$ cat src/hw/starPkg.sv
`default_nettype none

package starPkg;

	//////////////////////////////////////////////////////////////////////
	// Pixel stream
	//////////////////////////////////////////////////////////////////////

	localparam int pixelW = 10;             // Sensor output depth
	typedef logic [pixelW-1:0] pixel_t;

	// Row or column number, 1280 columns need 11 bits
	localparam int coordW = 11;
	typedef logic [coordW-1:0] coord_t;

	//////////////////////////////////////////////////////////////////////
	// Neighbourhood and sums
	//////////////////////////////////////////////////////////////////////

	localparam int windowSize = 7;          // Window edge in pixels

	// Weighted sums peak at 63 x 1023, so 16 bits
	localparam int sumW = 16;
	typedef logic [sumW-1:0] sum_t;         // Also one record word

	// Background ring is 16 pixels, 16 x 1023 fits 14 bits
	localparam int bgW = 14;

	//////////////////////////////////////////////////////////////////////
	// Record memory
	//////////////////////////////////////////////////////////////////////

	// Row, col, y sum, x sum, centroid sum
	localparam int recWords = 5;
	localparam int recAddrW = 18;           // Record memory address width

endpackage

`default_nettype wire

$ cat src/hw/pixelPosition.sv
`timescale 1ns/1ns
`default_nettype none

module pixelPosition
	import starPkg::*;
#(
	parameter int frameWidth = 1280,
	parameter int frameHeight = 1024
)
(
	input wire clk,
	input wire rst,
	input wire frameVal,
	input wire lineVal,
	output logic pixValid,
	output coord_t row,
	output coord_t col,
	output logic frameStart,
	output logic frameEnd
);

	localparam coord_t lastCol = coord_t'(frameWidth - 1);
	localparam coord_t lastRow = coord_t'(frameHeight - 1);

	logic fvPrev;                           // frameVal one clock back

	// Pixel strobe straight from the camera qualifiers
	assign pixValid = frameVal & lineVal;

	// Frame edges
	assign frameStart = frameVal & ~fvPrev;
	assign frameEnd = ~frameVal & fvPrev;

	always_ff @(posedge clk)
	begin
		if (rst)
			fvPrev <= 1'b0;
		else
			fvPrev <= frameVal;
	end

	//////////////////////////////////////////////////////////////////////
	// Position of the pixel on the bus now
	//////////////////////////////////////////////////////////////////////

	// Held at zero between frames, so the first pixel after frameStart is (0,0)
	always_ff @(posedge clk)
	begin
		if (rst || !frameVal)
		begin
			row <= '0;
			col <= '0;
		end
		else if (pixValid)
		begin
			if (col == lastCol)
			begin
				col <= '0;                      // End of line
				if (row != lastRow)
					row <= row + 1'b1;          // Saturates on the last row
			end
			else
				col <= col + 1'b1;
		end
	end

endmodule

`default_nettype wire

$ cat config.mk
export PLATFORM = sky130hd
export DESIGN_NAME = pixelPosition
export DESIGN_NICKNAME = d
export VERILOG_FILES = /design/src/hw/starPkg.sv /design/src/hw/pixelPosition.sv
export SDC_FILE = /design/constraint.sdc
export NUM_CORES = 1
export LEC_CHECK = 0
export ABC_AREA = 0
export BUFFER_PORTS_ARGS = -buffer_cell sky130_fd_sc_hd__buf_2
export CORE_UTILIZATION = 45
export CTS_CLUSTER_DIAMETER = 60
export DETAILED_ROUTE_END_ITERATION = 7
export GPL_ROUTABILITY_DRIVEN = 0
export HOLD_SLACK_MARGIN = 0.02
export PLACE_DENSITY = 0.69
export REMOVE_ABC_BUFFERS = 1
export SLEW_MARGIN = 15
export SYNTH_ARGS = -nofsm -noshare
export SYNTH_HDL_FRONTEND = slang
export SYNTH_SLANG_ARGS = --single-unit
$ cat constraint.sdc
create_clock -name clk -period 3 [get_ports clk]
set_clock_uncertainty 0.05 [all_clocks]
set_input_delay 0 -clock clk [delete_from_list [all_inputs] [get_ports clk]]
set_output_delay 0 -clock clk [all_outputs]
set_load 0.05 [all_outputs]
Word level (Yosys, flattened, before mapping) --
Cells that the tools add are included.
Storage, ports and cells: bits in registers 23, input bits 4
Cells by class: $add $sub $neg 2, eq/ne operators 2, multiplexer cells 1, bitwise logic cells 5, reduce and logical (&&, ||, !) cells 3
Operator list (number):
- adder 11 x 1 -> 11 bit (second input constant) | 2
- equality test 11 bit (second input constant) | 1
- 2-to-1 mux 11 bit | 1
- inequality test 11 x 10 -> 1 bit (second input constant) | 1
- AND 1 bit | 3
- AND reduction 3 bit | 1
- NOT 1 bit | 2
- zero test 1 bit | 1
- logical OR 1 bit | 1

Longest topological paths before layout --
word-level depth 2, depth in mapped cells 6

Worst setup path before layout --
OpenSTA, ideal clock, no wires.
kind reg2reg, start point register col[0], end point register col[10], arrival 1.880 ns, required time 2.876 ns, path slack 0.996 ns, cell stages (with the launch flop) 7, clock period less this slack 2.004 ns, path through dfxtp_1 ha_1 and4_1 buf_6 nand3_1 or3_1 a31oi_1
Between the ends: word-level cells in the longest chain between the ends 2, elaborated cells on any way between the ends 3
RTL lines:
- start: declaration | line pixelPosition.sv:17 | output coord_t col,
- start signal: assignment | line pixelPosition.sv:63 | col <= col + 1'b1;
- adder 11 x 1 -> 11 bit or equality test 11 bit (tied branches) | line pixelPosition.sv:63, pixelPosition.sv:56
- 2-to-1 mux 11 bit * | line pixelPosition.sv:56 | if (col == lastCol)
Mark *: on every way between the ends. The rest lies on a longest branch, timed or not. A chain may end at the register's enable or synchronous reset.

Worst setup path in the final report --
start point register col[0], end point register row[3]
Between the ends: word-level cells in the longest chain between the ends 2
RTL lines:
- equality test 11 bit | line pixelPosition.sv:56
- AND reduction 3 bit (no line)
- end signal: assignment | line pixelPosition.sv:60 | row <= row + 1'b1;
- end: declaration | line pixelPosition.sv:16 | output coord_t row,
Every way passes these cells.

==> out/results.txt <==
post-route design area: 1380 µm²
placed cell areas: 1340 µm²
post-route ant nets: 0
Die Y: 53.6 µm
Final TNS setup: 0 ps
Reg-to-Reg End: row[3]
post-detailed-route wirelength per cell: 12.7 µm
maximum root-to-sink buffer count: 2
Synthesis Warnings: 0
FP Rows: 18
Crit Path Category: reg2reg
CP max FO: 7
Root Driver: clkbuf_4
post-synth top area cell: dfxtp_1
IO Pins: 29
Slew HR: 0.544
gr usage total: 0.193
Post-layout nets: 172
Post-synth ARST share: 0
Final Instance Count excl. Fillers: 195
synth-to-layout area growth: 15.2%
Final Max Tran Viols: 0
via count: 1073
CTS tree: built
ANT cells: 0
Cells after Synth: 136
initial antenna violation count: 0
maximum vdd drop: 0.345 mV
max-cap viol count: 0
Critical Path Sink Type: flip-flop
status: finished, final reports clean
Fill cells: 234
path depth of the worst reg2reg path: 5
Tmin final: 1950 ps
Tcrit/Tclk final: 0.649
Yosys top cell area share: 0.384
mapped cell area: 1200 µm²
Starting Density: 0.480
reg2reg start: col[0]
RSZ-0062 raised after global routing: false
Via density: 5.50
Final Setup Violations: 0
core area: 2500 µm²
Slew @ Worst Pin: 684 ps
Final Hold Viols: 0
CTS resizes: 0
top_reg_cell synth: dfxtp_1
first-pass GRT wire length: 4.00 mm
top sig layer: met4
DRT iter0 DRCs: 22
post-synthesis register bit count: 23
post-synthesis cell type count: 34
port bufs: 28
CTS H-tree lvls: 1
number of global-route vias before repair: 909
worst path arrival time: 2130 ps
share of layout cells above drive strength 1: 0.224
Syn Area/Cell: 8.82 µm²
Routed WL: 2.47 mm
met2 WL: 1.12 mm
WP data required: 3190 ps
post-CTS setup buffers: 0
largest net degree at the start of global routing: 18
worst hold margin: 82.4 ps
CTS Hold Bufs: 2
CP Launch Type: flip-flop
Final Power: 477 µW
f_max: 514 MHz
Sink Count: 23
PwrDens: 345 nW/µm²
DRT Pass-1 Iters: 4
clk slew on worst S/H paths: 120 ps
Crit. Startpoint: col[0]
sequential share of the synthesized area: 0.384
worst-skew pair later-pin latency: 310 ps
CTS Buf Count: 3
DRC Markers: 0
P_leak: 0.574 nW
grt ovf: 0
Placed Cells: 189
Met3 Wirelength: 114 µm
detailed placement HPWL: 1.78 mm
min-delay worst type: in2reg
leading post-synthesis cells by cell area: dfxtp_1 38%, xor2_1 5.1%, a21oi_1 5.0%
Worst Setup EP: row[3]
Die W: 53.6 µm
reg2reg setup slack: 1050 ps
number of synthesized flops with an enable pin: 0
total die area: 2880 µm²
WL met1: 1.22 mm
worst min path at each step:
stage                  start       end  cells after the start
floorplan           frameVal  frameEnd                      1
global placement     lineVal    col[0]                      4
detailed placement   lineVal    col[1]                      4
CTS                 frameVal    col[1]                      5
global route        frameVal    col[1]                      5
finish              frameVal    col[1]                      5
synthesized netlist by cell type, drive strengths merged (2+ instances only):
cell type,count
a21oi,12
and3,3
and4,5
buf,3
clkbuf,2
dfxtp,23
ha,2
inv,6
nand2,13
nand3,8
nand4,7
nor2,7
nor2b,5
o21ai,5
o31ai,6
or3,6
or4,4
xor2,7
state kept, by name, indices dropped and copies added (netlist names):
name	count
col	11
fvPrev	1
row	11
cell usage in the layout (no fill, tap or decap), types with 2 or more instances in the layout:
cell,synthesis,final
buf_2,0,28
dfxtp_1,23,23
nand2_1,13,13
a21oi_1,12,12
nand3_1,7,7
xor2_1,7,7
nor2_1,7,7
inv_1,6,6
o31ai_1,6,6
or3_1,6,6
nor2b_1,5,5
nand4_1,5,5
o21ai_0,5,5
and4_1,4,4
or4_1,4,4
clkbuf_4,0,3
and3_1,2,2
nand4_4,2,2
ha_1,2,2
dlygate4sd3_1,0,2
final cells by class:
cell class	instances	area (µm²)	area share
flip-flops and latches	23	460	0.333
multi-input cells	102	676	0.489
well taps	30	37.5	0.0271
clock buffers	4	26.3	0.0190
inverters	6	22.5	0.0163
repair buffers	30	160	0.116
power by group:
part	internal, mW	total, mW	switching, mW
Clock	0.0519	0.142	0.0905
Combinational	0.00716	0.0267	0.0195
Sequential	0.307	0.307	0.000927
cells by family after synthesis:
group,Yosys count,synth area share
AND/OR/NAND/NOR,67,0.363
buffers and inverters,11,0.0532
adder cells (fa/ha/maj),2,0.0209
XOR/XNOR,7,0.0511
flip-flops,23,0.384
AO/OA/AOI/OAI,26,0.128
critical path: stages (launching register included):
cell	delay, ps
dfxtp_1	400
ha_1	200
and4_1	450
nand3_2	200
or4_1	440
a21oi_1	140
layer usage:
metal  global-route usage  vias up
met3               0.0593        4
li1                     -      562
met4               0.0702        0
met1                0.270      476
met2                0.273       31
met5                    0        -
through the flow:
step	setup WS [ps]	utilization
6_report	1050	0.553
5_1_grt	953	0.553
4_1_cts	1060	0.553
3_5_place_dp	1100	0.535
3_3_place_gp	1180	0.535
2_1_floorplan	886	-
Power figures use the tool's default switching activity.
