## src/hw/starPkg.sv

```systemverilog
`default_nettype none

package starPkg;

	//////////////////////////////////////////////////////////////////////
	// Pixel stream
	//////////////////////////////////////////////////////////////////////

	localparam int pixelW = 10;             // Sensor output depth
	typedef logic [pixelW-1:0] pixel_t;

	// Row or column number, 1280 columns need 11 bits
	localparam int coordW = 11;
	typedef logic [coordW-1:0] coord_t;

	//////////////////////////////////////////////////////////////////////
	// Neighbourhood and sums
	//////////////////////////////////////////////////////////////////////

	localparam int windowSize = 7;          // Window edge in pixels

	// Weighted sums peak at 63 x 1023, so 16 bits
	localparam int sumW = 16;
	typedef logic [sumW-1:0] sum_t;         // Also one record word

	// Background ring is 16 pixels, 16 x 1023 fits 14 bits
	localparam int bgW = 14;

	//////////////////////////////////////////////////////////////////////
	// Record memory
	//////////////////////////////////////////////////////////////////////

	// Row, col, y sum, x sum, centroid sum
	localparam int recWords = 5;
	localparam int recAddrW = 18;           // Record memory address width

endpackage

`default_nettype wire

```

## src/hw/starDetect.sv

```systemverilog
`timescale 1ns/1ns
`default_nettype none

module starDetect
	import starPkg::*;
(
	input wire clk,
	input wire rst,
	input wire pixel_t [windowSize-1:0][windowSize-1:0] win,
	input wire winValid,
	input wire coord_t winRow,
	input wire coord_t winCol,
	input wire pixel_t cutoff,
	input wire writerBusy,
	output logic candValid,
	output coord_t candRow,
	output coord_t candCol,
	output sum_t ySum,
	output sum_t xSum,
	output sum_t cenSum,
	output logic [bgW-1:0] bgSum
);

	//////////////////////////////////////////////////////////////////////
	// Brightness and local maximum
	//////////////////////////////////////////////////////////////////////

	pixel_t ctr, up, dn, lf, rt;
	logic bright, locMax, hit;

	assign ctr = win[3][3];
	assign up = win[2][3];
	assign dn = win[4][3];
	assign lf = win[3][2];
	assign rt = win[3][4];

	// Centre and one 4-neighbour over the threshold
	assign bright = (ctr > cutoff) &&
		((up > cutoff) || (dn > cutoff) || (lf > cutoff) || (rt > cutoff));

	// Ties win toward up and left only, so a plateau yields one star
	assign locMax = (ctr >= lf) && (ctr >= up) && (ctr > dn) && (ctr > rt);

	assign hit = winValid && !writerBusy && bright && locMax;

	//////////////////////////////////////////////////////////////////////
	// Sums
	//////////////////////////////////////////////////////////////////////

	sum_t rowSum [1:5];                     // Masked pixels per row
	sum_t colSum [1:5];                     // Masked pixels per column
	sum_t cenNext, xNext, yNext;
	logic [bgW-1:0] bgNext;

	// Weights 1..5 from shifts and adds
	function automatic sum_t weigh(input sum_t s1, input sum_t s2, input sum_t s3,
		input sum_t s4, input sum_t s5);
		return s1 + (s2 << 1) + (s3 << 1) + s3 + (s4 << 2) + (s5 << 2) + s5;
	endfunction

	// Inner 5x5 less its corners, 21 pixels
	always_comb
	begin
		for (int i = 1; i <= 5; i++)
		begin
			rowSum[i] = '0;
			colSum[i] = '0;
		end
		for (int r = 1; r <= 5; r++)
		begin
			for (int c = 1; c <= 5; c++)
			begin
				if (!((r == 1 || r == 5) && (c == 1 || c == 5)))
				begin
					rowSum[r] = rowSum[r] + sum_t'(win[r][c]);
					colSum[c] = colSum[c] + sum_t'(win[r][c]);
				end
			end
		end
	end

	assign cenNext = rowSum[1] + rowSum[2] + rowSum[3] + rowSum[4] + rowSum[5];
	assign xNext = weigh(colSum[1], colSum[2], colSum[3], colSum[4], colSum[5]);
	assign yNext = weigh(rowSum[1], rowSum[2], rowSum[3], rowSum[4], rowSum[5]);

	// Background ring, 16 pixels around the centroid mask
	always_comb
	begin
		bgNext = bgW'(win[1][1]) + bgW'(win[1][5]) + bgW'(win[5][1]) + bgW'(win[5][5]);
		for (int k = 2; k <= 4; k++)
		begin
			bgNext = bgNext + bgW'(win[0][k]) + bgW'(win[6][k]);   // Top and bottom
			bgNext = bgNext + bgW'(win[k][0]) + bgW'(win[k][6]);   // Left and right
		end
	end

	//////////////////////////////////////////////////////////////////////
	// Candidate register
	//////////////////////////////////////////////////////////////////////

	always_ff @(posedge clk)
	begin
		if (rst)
			candValid <= 1'b0;
		else
			candValid <= hit;               // One-cycle strobe
	end

	always_ff @(posedge clk)
	begin
		if (hit)
		begin
			candRow <= winRow;
			candCol <= winCol;
			ySum <= yNext;
			xSum <= xNext;
			cenSum <= cenNext;
			bgSum <= bgNext;
		end
	end

endmodule

`default_nettype wire

```

## config.mk

```make
export PLATFORM = sky130hd
export DESIGN_NAME = starDetect
export DESIGN_NICKNAME = d
export VERILOG_FILES = /design/src/hw/starPkg.sv /design/src/hw/starDetect.sv
export SDC_FILE = /design/constraint.sdc
export NUM_CORES = 1
export LEC_CHECK = 0
export BUFFER_PORTS_ARGS = -buffer_cell sky130_fd_sc_hd__buf_2
export CAP_MARGIN = 20
export CORE_MARGIN = 2
export CORE_UTILIZATION = 44
export CTS_CLUSTER_SIZE = 14
export DETAILED_ROUTE_END_ITERATION = 7
export GPL_TIMING_DRIVEN = 0
export PLACE_DENSITY = 0.79
export SYNTH_ARGS = -nofsm -noshare
export SYNTH_HDL_FRONTEND = slang
export SYNTH_SLANG_ARGS = --single-unit
```

## constraint.sdc

```tcl
create_clock -name clk -period 9.9 [get_ports clk]
set_input_delay 1.485 -clock clk [delete_from_list [all_inputs] [get_ports clk]]
set_output_delay 1.485 -clock clk [all_outputs]
set_load 0.05 [all_outputs]
```

======== Word level (Yosys, flattened, before mapping) ========
Index checks and enable logic that the tools add are counted.
storage, ports and cells
  flip-flop bits (word level) ............. 85
  memory bits (writable) .................. 0
  ROM bits ................................ 0
  bits of input ports ..................... 526
  memories kept ........................... 0
  bits in latches ......................... 0
  output and inout bits ................... 85
  logic and storage cells ................. 90
cells by class
  muxes and demuxes ....................... 0
  shift-type cells ........................ 0
  $mul .................................... 0
  add/subtract/negate cells ............... 63
  equality and inequality tests ........... 0
  bitwise gates (word level) .............. 0
  div/mod/pow operators ................... 0
  order comparisons ....................... 9
  reductions and logical operators ........ 11
operator list
  kind                 count
  $add A14 B10 Y14     11
  $add A11 B10 Y12     11
  $add A10 B10 Y11     11
  $add A13 B10 Y14     7
  $add A12 B10 Y13     7
  $add A16 B14 Y16     5
  $gt A10 B10 Y1       7
  $add A16 B12 Y16     3
  $add A12 B15 Y16     2
  $add A16 B15 Y16     2
  $add A16 B16 Y16     2
  $ge A10 B10 Y1       2
  $add A15 B14 Y16     1
  $add A12 B14 Y15     1
  $logic_and A1 B1 Y1  7
  $logic_or A1 B1 Y1   3
  $logic_not A1 Y1     1

======== Logic depth before layout (Yosys ltp) ========
  depth after elaboration ................. 15
  gate-level depth with buffers ........... 30
  mapped depth without buffers ............ 30

======== Worst setup path after synthesis ========
No wires, ideal clock.
  path type ............................... input port to flip-flop
  start ................................... input port win[231] (netlist name)
  end ..................................... register ySum[14] (data pin)
  stages .................................. 27
  setup slack ............................. 1.513 ns
  required time ........................... 9.642 ns
  arrival time ............................ 8.129 ns
  library setup time ...................... 0.258 ns
  buffers on the path ..................... 0
  path through ............................ inv_1 -> fa_1 -> fa_1 -> fa_1 -> inv_1 -> ha_1 -> inv_1 -> fa_1 -> nor2b_1 -> o21ai_1 -> a21boi_1 -> o21ai_1 -> a21oi_1 -> mux2_1 -> or3_1 -> fa_1 -> fa_1 -> fa_1 -> inv_1 -> fa_1 -> inv_1 -> ha_1 -> and3_1 -> a211oi_1 -> o21bai_1 -> a21oi_1 -> xnor2_1
on the way
  longest elaborated chain between the ends .. 9
ends and longest elaborated chain
  element               RTL line           text
  start, declared       starDetect.sv:9    input wire pixel_t [windowSize-1:0][windowSize-1:0] win,
  $add A10 B10 Y11 *    starDetect.sv:75   rowSum[r] = rowSum[r] + sum_t'(win[r][c]);
  $add A11 B10 Y12 *    starDetect.sv:75
  $add A12 B10 Y13 *    starDetect.sv:75
  $add A13 B10 Y14 *    starDetect.sv:75
  $add A16 B15 Y16      starDetect.sv:58   return s1 + (s2 << 1) + (s3 << 1) + s3 + (s4 << 2) + (s5 << 2) + s5;
  $add A16 B14 Y16 *    starDetect.sv:58
  $add A16 B16 Y16 *    starDetect.sv:58
  $add A16 B14 Y16 *    starDetect.sv:58
  $add A16 B12 Y16 *    starDetect.sv:58
  named net yNext[14]   starDetect.sv:52   sum_t cenNext, xNext, yNext;
  end signal, assigned  starDetect.sv:115  ySum <= yNext;
  end, declared         starDetect.sv:18   output sum_t ySum,
Mark *: on every way through the listed nets, which the timed path passes. The rest lies on a longest branch.
A chain may end at the register's enable or synchronous reset.

======== Worst setup path after layout ========
  start ................................... input port win[241] (netlist name)
  end ..................................... register ySum[14] (data pin)
on the way
  longest elaborated chain between the ends .. 8
ends and longest elaborated chain
  element              RTL line
  $add A11 B10 Y12 *   starDetect.sv:75
  $add A12 B10 Y13 *   starDetect.sv:75
  $add A13 B10 Y14 *   starDetect.sv:75
  $add A16 B15 Y16     starDetect.sv:58
  $add A16 B14 Y16 *   starDetect.sv:58
  $add A16 B16 Y16 *   starDetect.sv:58
  $add A16 B14 Y16 *   starDetect.sv:58
  $add A16 B12 Y16 *   starDetect.sv:58
  named net yNext[14]  starDetect.sv:52
Marks and branches as above.

==> impl_metrics.py <==
metrics = {
    "grt": {
        "grt_pass1_vias": 18800,
        "grtUsageTotal": 0.265,
        "grt.overflow.total": 0,
        "grt_antenna_before_repair": 31,
        "grt_max_degree": 36,
        "grt_first_pass_wirelength_um": 109000,
    },
    "route": {
        "drt_iter0_drc": 1492,
        "viasPerCell": 4.98,
        "dr.pass1.iters": 5,
        "num_vias": 17800,
        "drc": 0,
        "wl_per_cell_um": 19.9,
        "ant_nets": 0,
        "routed_wl_um": 71300,
    },
    "floorplan": {
        "start_util": 0.447,
        "die_x_um": 236,
        "dieArea_sq_um": 55600,
        "core-area_sq_um": 52900,
        "floorplan.rows": 84,
        "die_y_um": 236,
        "io_pins": 611,
    },
    "clock_network": {
        "h-tree-depth": 3,
        "root_buffer": "clkbuf_16",
        "cts_buffers": 9,
        "cts_resized": 0,
        "cts.sink_count": 85,
        "cts_tree": "done",
        "cts_setup_buffers": 0,
        "path_clk_slew_ns": 0.07,
        "clockBufferDepth": 2,
        "ctsHoldBuffers": 0,
    },
    "logic_synthesis": {
        "synth_top_area_cell": "fa_1",
        "ys_ff_latch": 85,
        "ys.flop_type": "edfxtp_1",
        "yosys_warnings": 0,
        "synth_top_area_share": 0.434,
        "syn_area_sq_um": 23600,
        "syn_area_per_cell_sq_um": 10.0,
        "syn_nets": 3674,
        "ys_top_cells_by_area": "fa_1 43%, ha_1 15%, inv_1 13%, edfxtp_1 11%, xnor2_1 3.5%",
        "synthCells": 2357,
        "ys_types": 56,
        "synth_edf_count": 84,
        "async_flop_share": 0,
        "ys_seq_area_frac": 0.108,
    },
    "min_path": {
        "min_path_cells": 1,
        "min_to": "candCol[10]",
        "hp-class": "in -> reg",
        "worstHoldStart": "winCol[10]",
    },
    "critical_path": {
        "critPathLaunchType": "primary input",
        "arrival_ns": 9.28,
        "end_kind": "flop",
        "cpMostUsedCell": "fa_1",
        "path_class": "in -> reg",
        "crit_buf_inv": 6,
        "critPathSlowestCell": "fa_1",
        "cp_max_fo": 6,
        "cpPeakStageDelay_ns": 0.52,
        "cp_top_family": "adder cells",
        "worstPathRequired_ns": 10.03,
    },
    "timing": {
        "post-route-period-util": 0.924,
        "max_freq_mhz": 109,
        "tns_ns": 0,
        "maxSlewHeadroom": 0.355,
        "post-route-min-period_ns": 9.15,
        "hold_viol": 0,
        "rsz0062_at_grt": "false",
        "worst_slack_ns": 0.750,
        "timing.final.max_slew_violations": 0,
        "setup_viol": 0,
        "tightestPinTransition_ns": 0.943,
    },
    "placed_design": {
        "io_buffer_count": 490,
        "place_inst": 3537,
        "place.gp.congestion": 0.974,
        "post-dp-hpwl_um": 66500,
        "place_ws_ns": 0.518,
    },
    "run": {
        "maxCapViolations": 0,
    },
    "cells_and_area": {
        "drive_gt1_frac": 0.184,
        "finalNetCount": 4177,
        "fin_cells": 3577,
        "utilization": 0.517,
        "syn2layout_area_growth_pct": 15.8,
    },
    "status": {
        "outcome": "complete, no violations",
    },
}
==> layout make-up <==
| cell class | instances | area [sq um] |
|---|---|---|
| Fill cell | 4760 | 25500 |
| Multi-Input combinational cell | 1449 | 18000 |
| Inverter | 823 | 3090 |
| Sequential cell | 85 | 2540 |
| Timing Repair Buffer | 492 | 2490 |
| Tap cell | 688 | 861 |
| Clock buffer | 9 | 225 |
| Clock inverter | 7 | 76.3 |
| Antenna cell | 24 | 60.1 |
==> flip-flops by register name (all words and copies together) (netlist names) <==
register / count
bgSum: 14
candCol: 11
candRow: 11
candValid: 1
cenSum: 16
xSum: 16
ySum: 16
==> worst max-delay path by stage <==
stage / depth (start not counted) / endpoint / from / slack (ns)
2_1_floorplan: 27 / ySum[14] / win[231] / 1.51
3_3_place_gp: 10 / ySum[3] / win[238] / 0.19
3_5_place_dp: 28 / ySum[14] / win[241] / 0.52
4_1_cts: 28 / ySum[14] / win[241] / 0.92
5_1_grt: 28 / ySum[14] / win[241] / 0.42
6_report: 28 / ySum[14] / win[241] / 0.75
==> cell families (layout without fill, tap and decap cells) <==
kind of cell | count (synthesis) | count (layout) | share of synthesized area
AOI/OAI and AO/OA | 320 | 320 | 0.0885
other | 0 | 24 | 0
buffers and inverters | 823 | 1331 | 0.131
and+or+nand+nor | 206 | 206 | 0.0422
muxes | 2 | 2 | 0.000900
DFF | 85 | 85 | 0.108
adders and majority gates | 791 | 791 | 0.582
xor gates and xnor gates | 130 | 130 | 0.0485
==> metrics by stage <==
stage | cell area, sq um | hold WS [ns]
final | 27300 | 1.27
after global routing | 27300 | 1.25
after CTS | 27300 | 1.25
after detailed placement | 27000 | 1.66
after global placement | 26900 | 1.66
after floorplan | 23600 | 1.56
==> cell usage after synthesis (3+ instances only) <==
master / count
a211oi_1: 12
a21o_1: 39
a21oi_1: 107
a31oi_1: 12
and3_1: 7
edfxtp_1: 84
fa_1: 512
ha_1: 279
inv_1: 823
nand2_1: 47
nand2b_1: 13
nand3_1: 10
nand4_1: 14
nor2_1: 58
nor2b_1: 16
nor3_1: 18
nor3b_1: 3
nor4_1: 5
o2111ai_1: 3
o211a_1: 4
o211ai_1: 3
o21a_1: 28
o21ai_0: 41
o21ai_1: 16
o21bai_1: 16
o221ai_1: 5
o22ai_1: 3
o31a_1: 5
o31ai_1: 3
or2_2: 8
or3_1: 4
xnor2_1: 94
xor2_1: 35
==> cell usage in the layout (no fill, tap or decap), types with 18 or more instances in the layout <==
| cell | netlist | routed |
|---|---|---|
| a21o_1 | 39 | 39 |
| a21oi_1 | 107 | 107 |
| buf_2 | 0 | 490 |
| diode_2 | 0 | 24 |
| edfxtp_1 | 84 | 84 |
| fa_1 | 512 | 512 |
| ha_1 | 279 | 279 |
| inv_1 | 823 | 823 |
| nand2_1 | 47 | 47 |
| nor2_1 | 58 | 57 |
| nor3_1 | 18 | 18 |
| o21a_1 | 28 | 28 |
| o21ai_0 | 41 | 41 |
| xnor2_1 | 94 | 94 |
| xor2_1 | 35 | 35 |
==> metal layers <==
| layer | track usage | wire length (um) | vias up |
|---|---|---|---|
| met4 | 0.0786 | 1980 | 26 |
| met5 | 0 | 149 | - |
| met1 | 0.367 | 29600 | 8755 |
| met3 | 0.0660 | 6760 | 93 |
| li1 | - | - | 8192 |
| met2 | 0.411 | 32800 | 734 |
Power is not shown: default switching activity piles up to over one toggle a cycle in this logic, so the estimate is an artifact.
