<file path="src/hw/starPkg.sv">
`default_nettype none

package starPkg;

	//////////////////////////////////////////////////////////////////////
	// Pixel stream
	//////////////////////////////////////////////////////////////////////

	localparam int pixelW = 10;             // Sensor output depth
	typedef logic [pixelW-1:0] pixel_t;

	// Row or column number, 1280 columns need 11 bits
	localparam int coordW = 11;
	typedef logic [coordW-1:0] coord_t;

	//////////////////////////////////////////////////////////////////////
	// Neighbourhood and sums
	//////////////////////////////////////////////////////////////////////

	localparam int windowSize = 7;          // Window edge in pixels

	// Weighted sums peak at 63 x 1023, so 16 bits
	localparam int sumW = 16;
	typedef logic [sumW-1:0] sum_t;         // Also one record word

	// Background ring is 16 pixels, 16 x 1023 fits 14 bits
	localparam int bgW = 14;

	//////////////////////////////////////////////////////////////////////
	// Record memory
	//////////////////////////////////////////////////////////////////////

	// Row, col, y sum, x sum, centroid sum
	localparam int recWords = 5;
	localparam int recAddrW = 18;           // Record memory address width

endpackage

`default_nettype wire

</file>
<file path="src/hw/recordWriter.sv">
`timescale 1ns/1ns
`default_nettype none

module recordWriter
	import starPkg::*;
(
	input wire clk,
	input wire rst,
	input wire candValid,
	input wire coord_t candRow,
	input wire coord_t candCol,
	input wire sum_t ySum,
	input wire sum_t xSum,
	input wire sum_t cenSum,
	input wire [bgW-1:0] bgSum,
	input wire frameStart,
	input wire frameEnd,
	output logic writerBusy,
	output logic recWe,
	output logic [recAddrW-1:0] recAddr,
	output sum_t recData,
	output logic [recAddrW-1:0] starCount,
	output logic frameDone
);

	localparam logic [2:0] lastIdx = 3'(recWords);

	logic [2:0] wordIdx;                    // Next word to send, 1..4
	logic [recAddrW-1:0] wrPtr;             // Address of the next word
	logic capture, emit;
	logic endDly, donePend;

	// Latched candidate
	coord_t colR;
	sum_t ySumR, xSumR, cenSumR;
	logic [bgW-1:0] bgR;
	sum_t bg21, bg63, wordMux;

	// Corrected value, floored at zero
	function automatic sum_t clampSub(input sum_t a, input sum_t b);
		return (a > b) ? a - b : '0;
	endfunction

	assign capture = candValid && !recWe;
	assign emit = capture || (recWe && (wordIdx != lastIdx));
	assign writerBusy = candValid | recWe;  // Capture cycle through last word

	//////////////////////////////////////////////////////////////////////
	// Background scaling
	//////////////////////////////////////////////////////////////////////

	// 21/16 and 63/16 of the ring sum
	assign bg21 = sum_t'(bgR) + sum_t'(bgR >> 2) + sum_t'(bgR >> 4);
	assign bg63 = (sum_t'(bgR) << 2) - sum_t'(bgR >> 4);

	always_comb
	begin
		case (wordIdx)
			3'd1: wordMux = sum_t'(colR);
			3'd2: wordMux = clampSub(ySumR, bg63);
			3'd3: wordMux = clampSub(xSumR, bg63);
			3'd4: wordMux = clampSub(cenSumR, bg21);
			default: wordMux = '0;
		endcase
	end

	//////////////////////////////////////////////////////////////////////
	// Sequencer and frame status
	//////////////////////////////////////////////////////////////////////

	always_ff @(posedge clk)
	begin
		if (rst)
		begin
			recWe <= 1'b0;
			wordIdx <= '0;
			wrPtr <= '0;
			starCount <= '0;
			endDly <= 1'b0;
			donePend <= 1'b0;
			frameDone <= 1'b0;
		end
		else
		begin
			if (capture)
			begin
				recWe <= 1'b1;              // Row word goes out now
				wordIdx <= 3'd1;
			end
			else if (recWe)
			begin
				if (wordIdx == lastIdx)
				begin
					recWe <= 1'b0;
					wordIdx <= '0;
				end
				else
					wordIdx <= wordIdx + 1'b1;
			end
			if (frameStart)
				wrPtr <= '0;                // Record area restarts each frame
			else if (emit)
				wrPtr <= wrPtr + 1'b1;
			if (frameStart)
				starCount <= '0;
			else if (capture)
				starCount <= starCount + 1'b1;
			// One clock of slack lets the last window reach the writer
			endDly <= frameEnd;
			frameDone <= 1'b0;
			if ((donePend || endDly) && !writerBusy)
			begin
				frameDone <= 1'b1;
				donePend <= 1'b0;
			end
			else if (endDly)
				donePend <= 1'b1;           // Wait for the record to drain
		end
	end

	// Word registers
	always_ff @(posedge clk)
	begin
		if (capture)
		begin
			colR <= candCol;
			ySumR <= ySum;
			xSumR <= xSum;
			cenSumR <= cenSum;
			bgR <= bgSum;
		end
		if (emit)
		begin
			recAddr <= wrPtr;
			recData <= capture ? sum_t'(candRow) : wordMux;
		end
	end

endmodule

`default_nettype wire

</file>
<file path="config.mk">
export PLATFORM = sky130hd
export DESIGN_NAME = recordWriter
export DESIGN_NICKNAME = d
export VERILOG_FILES = /design/src/hw/starPkg.sv /design/src/hw/recordWriter.sv
export SDC_FILE = /design/constraint.sdc
export NUM_CORES = 1
export LEC_CHECK = 0
export ABC_CLOCK_PERIOD_IN_PS = 6200
export BUFFER_PORTS_ARGS = -buffer_cell sky130_fd_sc_hd__clkbuf_2
export CORE_MARGIN = 2
export CORE_UTILIZATION = 45
export DETAILED_ROUTE_END_ITERATION = 6
export PLACE_DENSITY_LB_ADDON = 0.3
export SYNTH_ARGS = -nofsm -noshare
export SYNTH_HDL_FRONTEND = slang
export SYNTH_SLANG_ARGS = --single-unit
</file>
<file path="constraint.sdc">
create_clock -name clk -period 6.2 [get_ports clk]
set_input_delay 1.55 -clock clk [delete_from_list [all_inputs] [get_ports clk]]
set_output_delay 1.55 -clock clk [all_outputs]
set_load 0.005 [all_outputs]
</file>
== Word-level counts from Yosys, hierarchy flattened ==
Index checks and enable logic that the tools add are counted.

* Register bits: 150
* Output and inout port bits: 55
* Logic and storage cells: 58

* Add/subtract/negate cells: 9
* Magnitude comparators: 3
* Eq/ne operators: 6
* Multiplexer cells: 12
* Bitwise operators: 1
* Reductions and logical operators: 11

{| class="wikitable"
|+ Operators with widths
! cell !! number
|-
| 16-bit one-hot mux with 4 select lines || 1
|-
| 16-bit > comparator || 3
|-
| 16-bit two-way mux || 3
|-
| 16-bit subtractor || 3
|-
| 18-bit by 1-bit adder with 18-bit output (second input constant) || 2
|-
| 15-bit by 10-bit adder with 16-bit output || 1
|-
| 16-bit by 10-bit subtractor with 16-bit output || 1
|-
| 14-bit by 12-bit adder with 15-bit output || 1
|-
| 11-bit two-way mux || 1
|-
| 3-bit by 2-bit equality test with 1-bit output (second input constant) || 2
|-
| 3-bit equality test (second input constant) || 2
|-
| 1-bit two-way mux || 6
|-
| 2-bit OR reduction || 3
|-
| 3-bit by 1-bit adder with 3-bit output (second input constant) || 1
|-
| 3-bit by 1-bit equality test with 1-bit output (second input constant) || 1
|-
| 1-bit logical AND || 3
|-
| 3-bit two-way mux || 1
|-
| 3-bit inequality test (second input constant) || 1
|-
| 1-bit zero test || 2
|-
| 1-bit logical OR || 2
|-
| 2-bit nonzero test || 1
|-
| 1-bit OR || 1
|}

== Logic depth before layout (Yosys ltp) ==
Gate-level depths: netlist of the first run.

* Depth after elaboration: 6
* Depth in mapped cells: 23
* Depth with buffers taken out: 23

== Least setup slack after synthesis of the first run ==
No wires, ideal clock.

* Path kind: reg-to-reg
* Start: register bgR[5]
* End: register recData[3] (data pin)
* Setup time: 0.268 ns
* Arrival time: 4.722 ns
* Required time: 5.932 ns
* Slack: 1.210 ns
* Stages on the path, launching flop included: 23
* Path buffers: 0
* Clock period less this slack: 4.990 ns
* Cell sequence: edfxtp_1 inv_1 fa_1 inv_1 ha_1 fa_1 a21o_1 a21oi_1 o21bai_1 a21oi_1 o21ai_0 a21o_1 a21oi_1 xor2_1 ha_1 a21oi_1 o21ai_1 a2111oi_0 o21ai_1 o2111a_1 and2_1 a222oi_1 o21ai_1

* Cells in the longest elaborated chain, start to end: 6

{| class="wikitable"
|+ RTL lines
! item !! RTL line !! text
|-
| start, declared || recordWriter.sv:36 || <nowiki>logic [bgW-1:0] bgR;</nowiki>
|-
| start signal, assigned || recordWriter.sv:130 || <nowiki>bgR <= bgSum;</nowiki>
|-
| 14-bit by 12-bit adder with 15-bit output || recordWriter.sv:53 || <nowiki>assign bg21 = sum_t'(bgR) + sum_t'(bgR >> 2) + sum_t'(bgR >> 4);</nowiki>
|-
| 15-bit by 10-bit adder with 16-bit output || recordWriter.sv:53 ||
|-
| 16-bit subtractor / 16-bit > comparator (equally long branches) || recordWriter.sv:41 || <nowiki>return (a > b) ? a - b : '0;</nowiki>
|-
| 16-bit two-way mux || recordWriter.sv:41 ||
|-
| 16-bit one-hot mux with 4 select lines * || recordWriter.sv:58 || <nowiki>case (wordIdx)</nowiki>
|-
| 11-bit two-way mux * || recordWriter.sv:135 || <nowiki>recData <= capture ? sum_t'(candRow) : wordMux;</nowiki>
|-
| end signal, assigned || recordWriter.sv:135 ||
|-
| end, declared || recordWriter.sv:21 || <nowiki>output sum_t recData,</nowiki>
|}

Mark *: on every way between the ends. The rest lies on a longest branch, timed or not.
A chain may end at the register's enable or synchronous reset.

== Final worst setup path of the first run ==
Ends and elaborated chain as after synthesis.

==> flow_summary.rst, run 1 <==
.. list-table::
   :header-rows: 1

   * - Metric
     - Value
   * - Status
     - complete, no violations
   * - Register bit count reported by yosys
     - 150
   * - Number of buffer cells added on primary ports
     - 143
   * - Slowest cell delay on critical path
     - 500 ps
   * - Number of antenna violations at the first check in global routing
     - 0
   * - Wire length on met2
     - approximately 9.5 mm
   * - RSZ-0062 raised after global routing
     - false
   * - Final setup margin
     - 415 ps
   * - Remaining antenna violation count after routing
     - 0
   * - Average size of a mapped cell
     - 10.8 sq um
   * - Number of nets produced by synthesis
     - between 900 and 1000
   * - Nature of the critical path endpoint
     - flip-flop
   * - Proportion of synthesized flip-flops having asynchronous set or reset
     - 0%
   * - Cell leakage power
     - about 4.3 nW
   * - Number of synthesized flops with an enable pin
     - between 100 and 150
   * - Critical Path RT
     - ~6400 ps
   * - Number of detailed-routing iterations run before antenna repair
     - 5
   * - Mux contribution to synthesized area
     - less than 1%
   * - Global-route usage over all layers
     - about a fifth
   * - Maximum count of clock buffers along a single path
     - 2
   * - Leading post-synthesis cells by cell area
     - edfxtp_1 36%, ha_1 10%, dfxtp_1 9.7%, xnor2_1 4.7%, xor2_1 3.9%
   * - Final WL
     - ~21 mm
   * - Wire length of the first global-routing pass
     - around 32 mm
   * - Xor-xnor portion of the synthesized cell area
     - 8.53%
   * - Area after detailed placement
     - ~9800 sq um
   * - Met1 wire length
     - approximately 9.6 mm
   * - Complex-gate fraction of the synthesized area
     - 15.8%
   * - Final nets
     - approximately 1100
   * - Core ar.
     - 19300 sq um
   * - Initial cell density of the core
     - 45.7%
   * - Post-synth top area cell
     - edfxtp_1
   * - Initial DRC Count
     - between 400 and 500
   * - Number of H-tree branching levels
     - 4
   * - Final hold violation count
     - 0
   * - Die footprint
     - 20800 sq um
   * - Crit Path Category
     - reg2reg
   * - Hold Worst Slack
     - between 400 and 500 ps
   * - Root buffer cell
     - clkbuf_16
   * - Final worst path period share
     - between 90 and 100%
   * - Instance count of the mapped netlist
     - ~800
   * - Peak Freq
     - 173 MHz
   * - Netlist area before placement
     - just under 9000 sq um
   * - Final Setup Violations
     - 0
   * - Width of the die
     - 144 microns
   * - CP arrival
     - roughly 6000 ps
   * - Share of the yosys chip area belonging to registers
     - a little under half
   * - Yosys Warn Count
     - 0
   * - Routability congestion estimate from global placement
     - approximately 0.98
   * - Number of buffers inserted during clock tree synthesis
     - 17
   * - Clock tree from TritonCTS
     - built
   * - Critical path launch point type
     - flip-flop
   * - GR Overflow Total
     - 0
   * - Clock-pin transition on the worst setup and hold timing paths
     - ~60 ps
   * - Post-cts repair resize count
     - 0
   * - Dominant combinational cell family by area after synthesis
     - compound AO/OA/AOI/OAI gates
   * - Worst-case headroom to the max-slew limit
     - about a quarter
   * - Flip-flop cell with the highest count after synthesis
     - edfxtp_1
   * - Post-detailed-placement half-perimeter wirelength
     - around 16 mm
   * - Routed length per placed instance
     - 16.8 microns
   * - Number of antenna cells inserted
     - 0
   * - Synthesis-to-layout area growth
     - 18.0%
   * - Cell seen most often among critical-path stages
     - a21oi_1
   * - DR vias/cell
     - between 5 and 6
   * - Tot Pwr
     - between 3 and 4 mW
   * - Power Dens Cells
     - 304 nW/um^2
   * - Detail Route met3 WL
     - roughly 1.3 mm
   * - Proportion of netlist area held by the largest area contributor
     - 36.4%
   * - Worst min-delay path class
     - reg2reg
   * - I/O pins
     - roughly 140
   * - Number of cells on the worst hold path
     - 0
   * - Crit-path max FO
     - 9
   * - Total count of max-transition violations in the final report
     - 0
   * - Synth cell types
     - 70
   * - Share of cells above drive strength 1
     - 20.3%
   * - Via count of the first global-routing pass
     - ~6400
   * - DIE HEIGHT
     - 144 microns
   * - Total non-filler cell area in the finished layout
     - about 10000 sq um
   * - Max stage delay cell, worst path
     - edfxtp_1
   * - Reported max-cap violation count
     - 0
   * - Simple-gate area share of the yosys netlist
     - between 10% and 20%
   * - Area share of fa/ha/maj cells after synthesis
     - 13.5%
   * - CP cell instances
     - inv_1 > fa_1 > inv_1 > ha_1 > fa_1 > a21o_1 > a21oi_1 > o21bai_1 > a21oi_1 > o21ai_0 > a21o_1 > a21oi_1 > xor2_1 > ha_1 > a21oi_1 > o21ai_1 > a2111oi_1 > o21ai_1 > o2111a_1 > and2_1 > a222oi_1 > o21ai_1
   * - Post-route clock skew
     - ~8 ps
   * - Path depth of the worst reg2reg path
     - 22
   * - Worst Tran Pin Value
     - between 1000 and 1500 ps
   * - Via count of the routed design
     - a little under 7000
   * - Maximum number of pins on one net before global-route repair
     - between 80 and 90
   * - Setup slack after placement
     - ~480 ps
   * - Clock network latency to the later pin of the worst-skew pair
     - 430 ps
   * - Topmost layer with routed signal wires
     - met4
   * - Post-route DRC violation count
     - 0
   * - Post-CTS Hold Fix Bufs
     - 0
   * - CTS sink cnt
     - 150
   * - Worst supply voltage drop on vdd
     - between 200 and 250 uV
   * - Minimum period implied by the final worst setup slack
     - 5790 ps
   * - Total Neg Setup Slack
     - 0 ps
   * - Row count
     - between 50 and 60
   * - Number of setup buffers added after CTS
     - 0
==> cell usage after synthesis (all sizes together), types with 6 or more instances <==
cell type and number:
a21oi 58, xnor2 47, nand2 49, clkbuf 10, dfxtp 43, buf 6, nor2b 15, xor2 39
nand2b 12, nand4 17, nor3 14, a21o 21, fa 14, ha 73, and2 6, o21a 14
nand3 23, a22oi 8, or2 6, o21bai 7, and3 10, a222oi 9, nor2 61, or3 11
inv 39, o21ai 40, edfxtp 107
==> area by class of cell <==
| class | count | area (sq um) |
|---|---|---|
| Clock buffer | 24 | 526 |
| Multi-Input combinational cell | 612 | 4540 |
| Sequential cell | 150 | 4070 |
| Tap cell | 265 | 332 |
| Timing Repair Buffer | 147 | 746 |
| Fill cell | 1713 | 8910 |
| Clock inverter | 8 | 56.3 |
| Inverter | 39 | 148 |
==> report_power, final <==
part / total [mW] / internal (mW) / switching (mW)
sequential: 1.16 / 1.13 / 0.0334
clock: 1.02 / 0.597 / 0.421
combinational: 0.983 / 0.429 / 0.554
total: 3.16 / 2.16 / 1.01
==> sequential cells by signal (all words and copies together), names as in the netlist, 3 cells and up <==
signal,flops
colR,11
starCount,18
cenSumR,16
ySumR,16
xSumR,16
recAddr,18
recData,16
wordIdx,3
wrPtr,18
bgR,14
==> layer usage <==
layer / vias to the layer above / track usage (%)
li1: 3321 / -
met1: 3156 / 27.8
met2: 221 / 32.6
met3: 37 / 3.68
met4: 0 / 8.98
met5: - / 0
==> final timing paths <==
check        slack (ps)                    from                     to
max                 410        bgR[5]$_DFFE_PP_   recData[3]$_DFFE_PP_
min reg2reg         450  wrPtr[17]$_SDFFE_PP0P_  recAddr[17]$_DFFE_PP_
min                 450  wrPtr[17]$_SDFFE_PP0P_  recAddr[17]$_DFFE_PP_
max reg2reg         410        bgR[5]$_DFFE_PP_   recData[3]$_DFFE_PP_
==> worst max-delay path: cells and delay by family (launching register included) <==
kind                       cells  cell delay, ps
AOI/OAI and AO/OA             14            2980
xor gates and xnor gates       1             170
adders and majority gates      4            1420
buffers and inverters          2             180
DFF                            1             500
and+or+nand+nor                1             300
==> stage by stage <==
step | std cells | utilization [%]
floorplan | 817 | -
global placement | 1213 | 50.9
detailed placement | 1213 | 50.9
CTS | 1245 | 53.9
global route | 1245 | 53.9
finish | 1245 | 53.9
==> cell usage in the layout (no fill, tap or decap), types with 12 or more instances in the layout <==
| cell | count |
|---|---|
| fa_1 | 14 |
| clkbuf_16 | 19 |
| ha_1 | 73 |
| o21a_1 | 14 |
| edfxtp_1 | 107 |
| nand3_1 | 23 |
| nor2_1 | 60 |
| clkbuf_2 | 144 |
| a21oi_1 | 55 |
| o21ai_0 | 31 |
| dfxtp_1 | 43 |
| nor2b_1 | 15 |
| a21o_1 | 21 |
| inv_1 | 38 |
| xnor2_1 | 47 |
| nand2_1 | 49 |
| xor2_1 | 39 |
| nand4_1 | 17 |
| nand2b_1 | 12 |
| nor3_1 | 14 |
==> kinds of logic after synthesis <==
family | after synthesis
and+or+nand+nor | 236
AOI/OAI and AO/OA | 201
DFF | 150
adders and majority gates | 87
xor gates and xnor gates | 86
buffers and inverters | 55
muxes | 2
Power figures use the tool's default switching activity.
==> inputs of run 2 (changes only) <==
--- a/config.mk
+++ b/config.mk
@@ -5,7 +5,7 @@
 export SDC_FILE = /design/constraint.sdc
 export NUM_CORES = 1
 export LEC_CHECK = 0
-export ABC_CLOCK_PERIOD_IN_PS = 6200
+export ABC_CLOCK_PERIOD_IN_PS = 5400
 export BUFFER_PORTS_ARGS = -buffer_cell sky130_fd_sc_hd__clkbuf_2
 export CORE_MARGIN = 2
 export CORE_UTILIZATION = 45
==> constraint.sdc (replaced) <==
create_clock -name clk -period 5.4 [get_ports clk]
set_input_delay 1.35 -clock clk [delete_from_list [all_inputs] [get_ports clk]]
set_output_delay 1.35 -clock clk [all_outputs]
set_load 0.005 [all_outputs]
==> run 2 against run 1 <==
  * First-iteration DRC count shrank 12%
  * Clock skew barely moved
  * Hold slack improved by 2.0 ps
  * Highest routed layer unchanged
  * Maximum frequency grew 8.8%
  * Clock power rose by 8%
  * Critical path type unchanged
  * Flip-flop and latch count is the same
  * Sequential power up 15%
  * Worst setup slack worse by 330 ps
  * Register-to-register slack got worse by 330 ps
  * Cell count up 2.2%
  * Utilization is 1.2 points higher
  * Final area rose by 2.2%
==> flow_summary.rst, run 2 (synthesis gave the netlist of run 1 again) <==
.. list-table::
   :header-rows: 1

   * - Metric
     - Value
   * - CTS sink cnt
     - 150 (unchanged)
   * - Clock network latency to the later pin of the worst-skew pair
     - 430 ps (about the same)
   * - Cell leakage power
     - 4.46 nW (+2.8%)
   * - Reported max-cap violation count
     - 0 (unchanged)
   * - Row count
     - 51 (unchanged)
   * - Routability congestion estimate from global placement
     - 0.915 (-6.8%)
   * - Via count of the routed design
     - 6885 (+2.2%)
   * - Synthesis-to-layout area growth
     - 20.6%
   * - Global-route usage over all layers
     - 21.2% (+0.54 points)
   * - Worst supply voltage drop on vdd
     - 242 uV (+15%)
   * - Minimum period implied by the final worst setup slack
     - 5320 ps (-469 ps)
   * - Die footprint
     - 20800 sq um (unchanged)
   * - Critical Path RT
     - 5550 ps (-820 ps)
   * - Number of antenna cells inserted
     - 0 (unchanged)
   * - Final WL
     - 21.7 mm (+3.6%)
   * - Width of the die
     - 144 microns (unchanged)
   * - Via count of the first global-routing pass
     - 6777 (+6.3%)
   * - Number of buffer cells added on primary ports
     - 143 (unchanged)
   * - Share of cells above drive strength 1
     - 23.5% (+3.2 points)
   * - Worst min-delay path class
     - reg2reg
   * - Initial cell density of the core
     - 45.7% (unchanged)
   * - Final Setup Violations
     - 0 (unchanged)
   * - Power Dens Cells
     - 343 nW/um^2 (+13%)
   * - I/O pins
     - 144 (unchanged)
   * - CP arrival
     - 5460 ps (-490 ps)
   * - Biggest registers after layout
     - recAddr x18, starCount x18, wrPtr x18
   * - DIE HEIGHT
     - 144 microns (unchanged)
   * - Final nets
     - 1171 (+2.4%)
   * - Status
     - complete, no violations
   * - Peak Freq
     - 188 MHz (+8.8%)
   * - Most common library cell in the layout ignoring fill and taps
     - clkbuf_2
   * - Final worst path period share
     - 98.4% (+5.1 points)
   * - Most frequent cells in the layout
     - 143 x clkbuf_2, 107 x edfxtp_1, 71 x ha_1
   * - Number of buffers inserted during clock tree synthesis
     - 17 (unchanged)
   * - Crit Path Category
     - reg2reg
   * - Total count of max-transition violations in the final report
     - 0 (unchanged)
   * - Hold Worst Slack
     - 454 ps (+1.99 ps)
   * - Post-CTS Hold Fix Bufs
     - 0 (unchanged)
   * - Total non-filler cell area in the finished layout
     - 10600 sq um (+2.2%)
   * - Clock tree from TritonCTS
     - built
   * - Wire length of the first global-routing pass
     - 33.7 mm (+3.6%)
   * - Maximum number of pins on one net before global-route repair
     - 54 (-39%)
   * - Worst-case headroom to the max-slew limit
     - 50.4% (+24 points)
   * - Post-detailed-placement half-perimeter wirelength
     - 16.7 mm (+3.1%)
   * - DR vias/cell
     - 5.41 (about the same)
   * - Post-route clock skew
     - 7.92 ps (-0.113 ps)
   * - Worst Tran Pin Value
     - 742 ps (-358 ps)
   * - Nature of the critical path endpoint
     - flip-flop
   * - Final cell count without fillers
     - 1273 (+2.2%)
   * - Clock-pin transition on the worst setup and hold timing paths
     - 60 ps (about the same)
   * - Routed length per placed instance
     - 17.0 microns (+1.3%)
   * - GR Overflow Total
     - 0 (unchanged)
   * - Initial DRC Count
     - 439 (-12%)
   * - Post-route DRC violation count
     - 0 (unchanged)
   * - Number of detailed-routing iterations run before antenna repair
     - 6 (+1)
   * - Number of antenna violations at the first check in global routing
     - 0 (unchanged)
   * - Root buffer cell
     - clkbuf_16
   * - Core ar.
     - 19300 sq um (unchanged)
   * - RSZ-0062 raised after global routing
     - true
   * - Final hold violation count
     - 0 (unchanged)
   * - Critical path launch point type
     - flip-flop
   * - Cells after DPL
     - 1225 (+0.99%)
   * - Number of H-tree branching levels
     - 4 (unchanged)
   * - Crit-path max FO
     - 6 (-3)
   * - Remaining antenna violation count after routing
     - 0 (unchanged)
   * - Area after detailed placement
     - 9930 sq um (+0.92%)
   * - Maximum count of clock buffers along a single path
     - 2 (unchanged)
[run 2: worst paths after layout]
check | startpoint | to | slack [ps] | cells after the start
setup / recovery | bgR[4]$_DFFE_PP_ | recData[3]$_DFFE_PP_ | 80 | 19
hold / removal | wrPtr[17]$_SDFFE_PP0P_ | recAddr[17]$_DFFE_PP_ | 450 | 0
setup reg to reg | bgR[4]$_DFFE_PP_ | recData[3]$_DFFE_PP_ | 80 | 19
hold reg to reg | wrPtr[17]$_SDFFE_PP0P_ | recAddr[17]$_DFFE_PP_ | 450 | 0
[run 2: timing repair]
action | CTS | global route
buffers inserted | 0 | 16
pin swaps | 0 | 18
cloned | 0 | 0
resized for setup | 3 | 14
setup endpoints to repair | 10 | 16
endpoints found under the hold margin | 0 | 0
[run 2: area by class of cell]
| class | count | area (sq um) |
|---|---|---|
| timing repair buffer | 175 | 956 |
| clock inverter | 10 | 68.8 |
| multi-input combinational | 612 | 4590 |
| fill | 1739 | 8690 |
| tap | 265 | 332 |
| clock buffer | 22 | 475 |
| sequential | 150 | 4070 |
| inverter | 39 | 148 |
[run 2: worst max-delay path, cell delays in order (launching register included)]
cell and delay (ps):
edfxtp_1 470, fa_1 530, ha_1 300, a21o_1 170, a21oi_2 140, nor2b_1 60
o21a_1 180, o311a_1 340, o21a_1 200, o21a_1 230, o41ai_2 310, xor2_1 210
ha_2 320, and3_4 180, a2111oi_4 330, o21ai_1 120, o2111a_2 200, and2_4 200
a222oi_1 400, o21ai_1 140
[run 2: stage by stage]
stage	power (mW)	setup slack, ps	utilization (%)	setup TNS [ps]
floorplan	2.20	410	-	0
global placement	2.49	128	51.3	0
detailed placement	2.50	-115	51.3	-292
CTS	3.62	9.10	54.2	0
global route	3.84	-105	55.1	-468
finish	3.65	83.7	55.1	0
[run 2: report_power, final]
group | total, mW | leakage (nW) | internal, mW | switching [mW]
clock | 1.10 | 0.275 | 0.630 | 0.474
combinational | 1.22 | 2.77 | 0.535 | 0.685
sequential | 1.33 | 1.41 | 1.30 | 0.0330
[run 2: metal layers]
| metal | track usage (%) | part of all wire, % | up-vias |
|---|---|---|---|
| met2 | 35.2 | 47 | 249 |
| met5 | 0 | 0 | - |
| li1 | - | - | 3384 |
| met3 | 4.07 | 6.5 | 43 |
| met4 | 8.26 | 2.6 | 0 |
| met1 | 27.3 | 44 | 3209 |
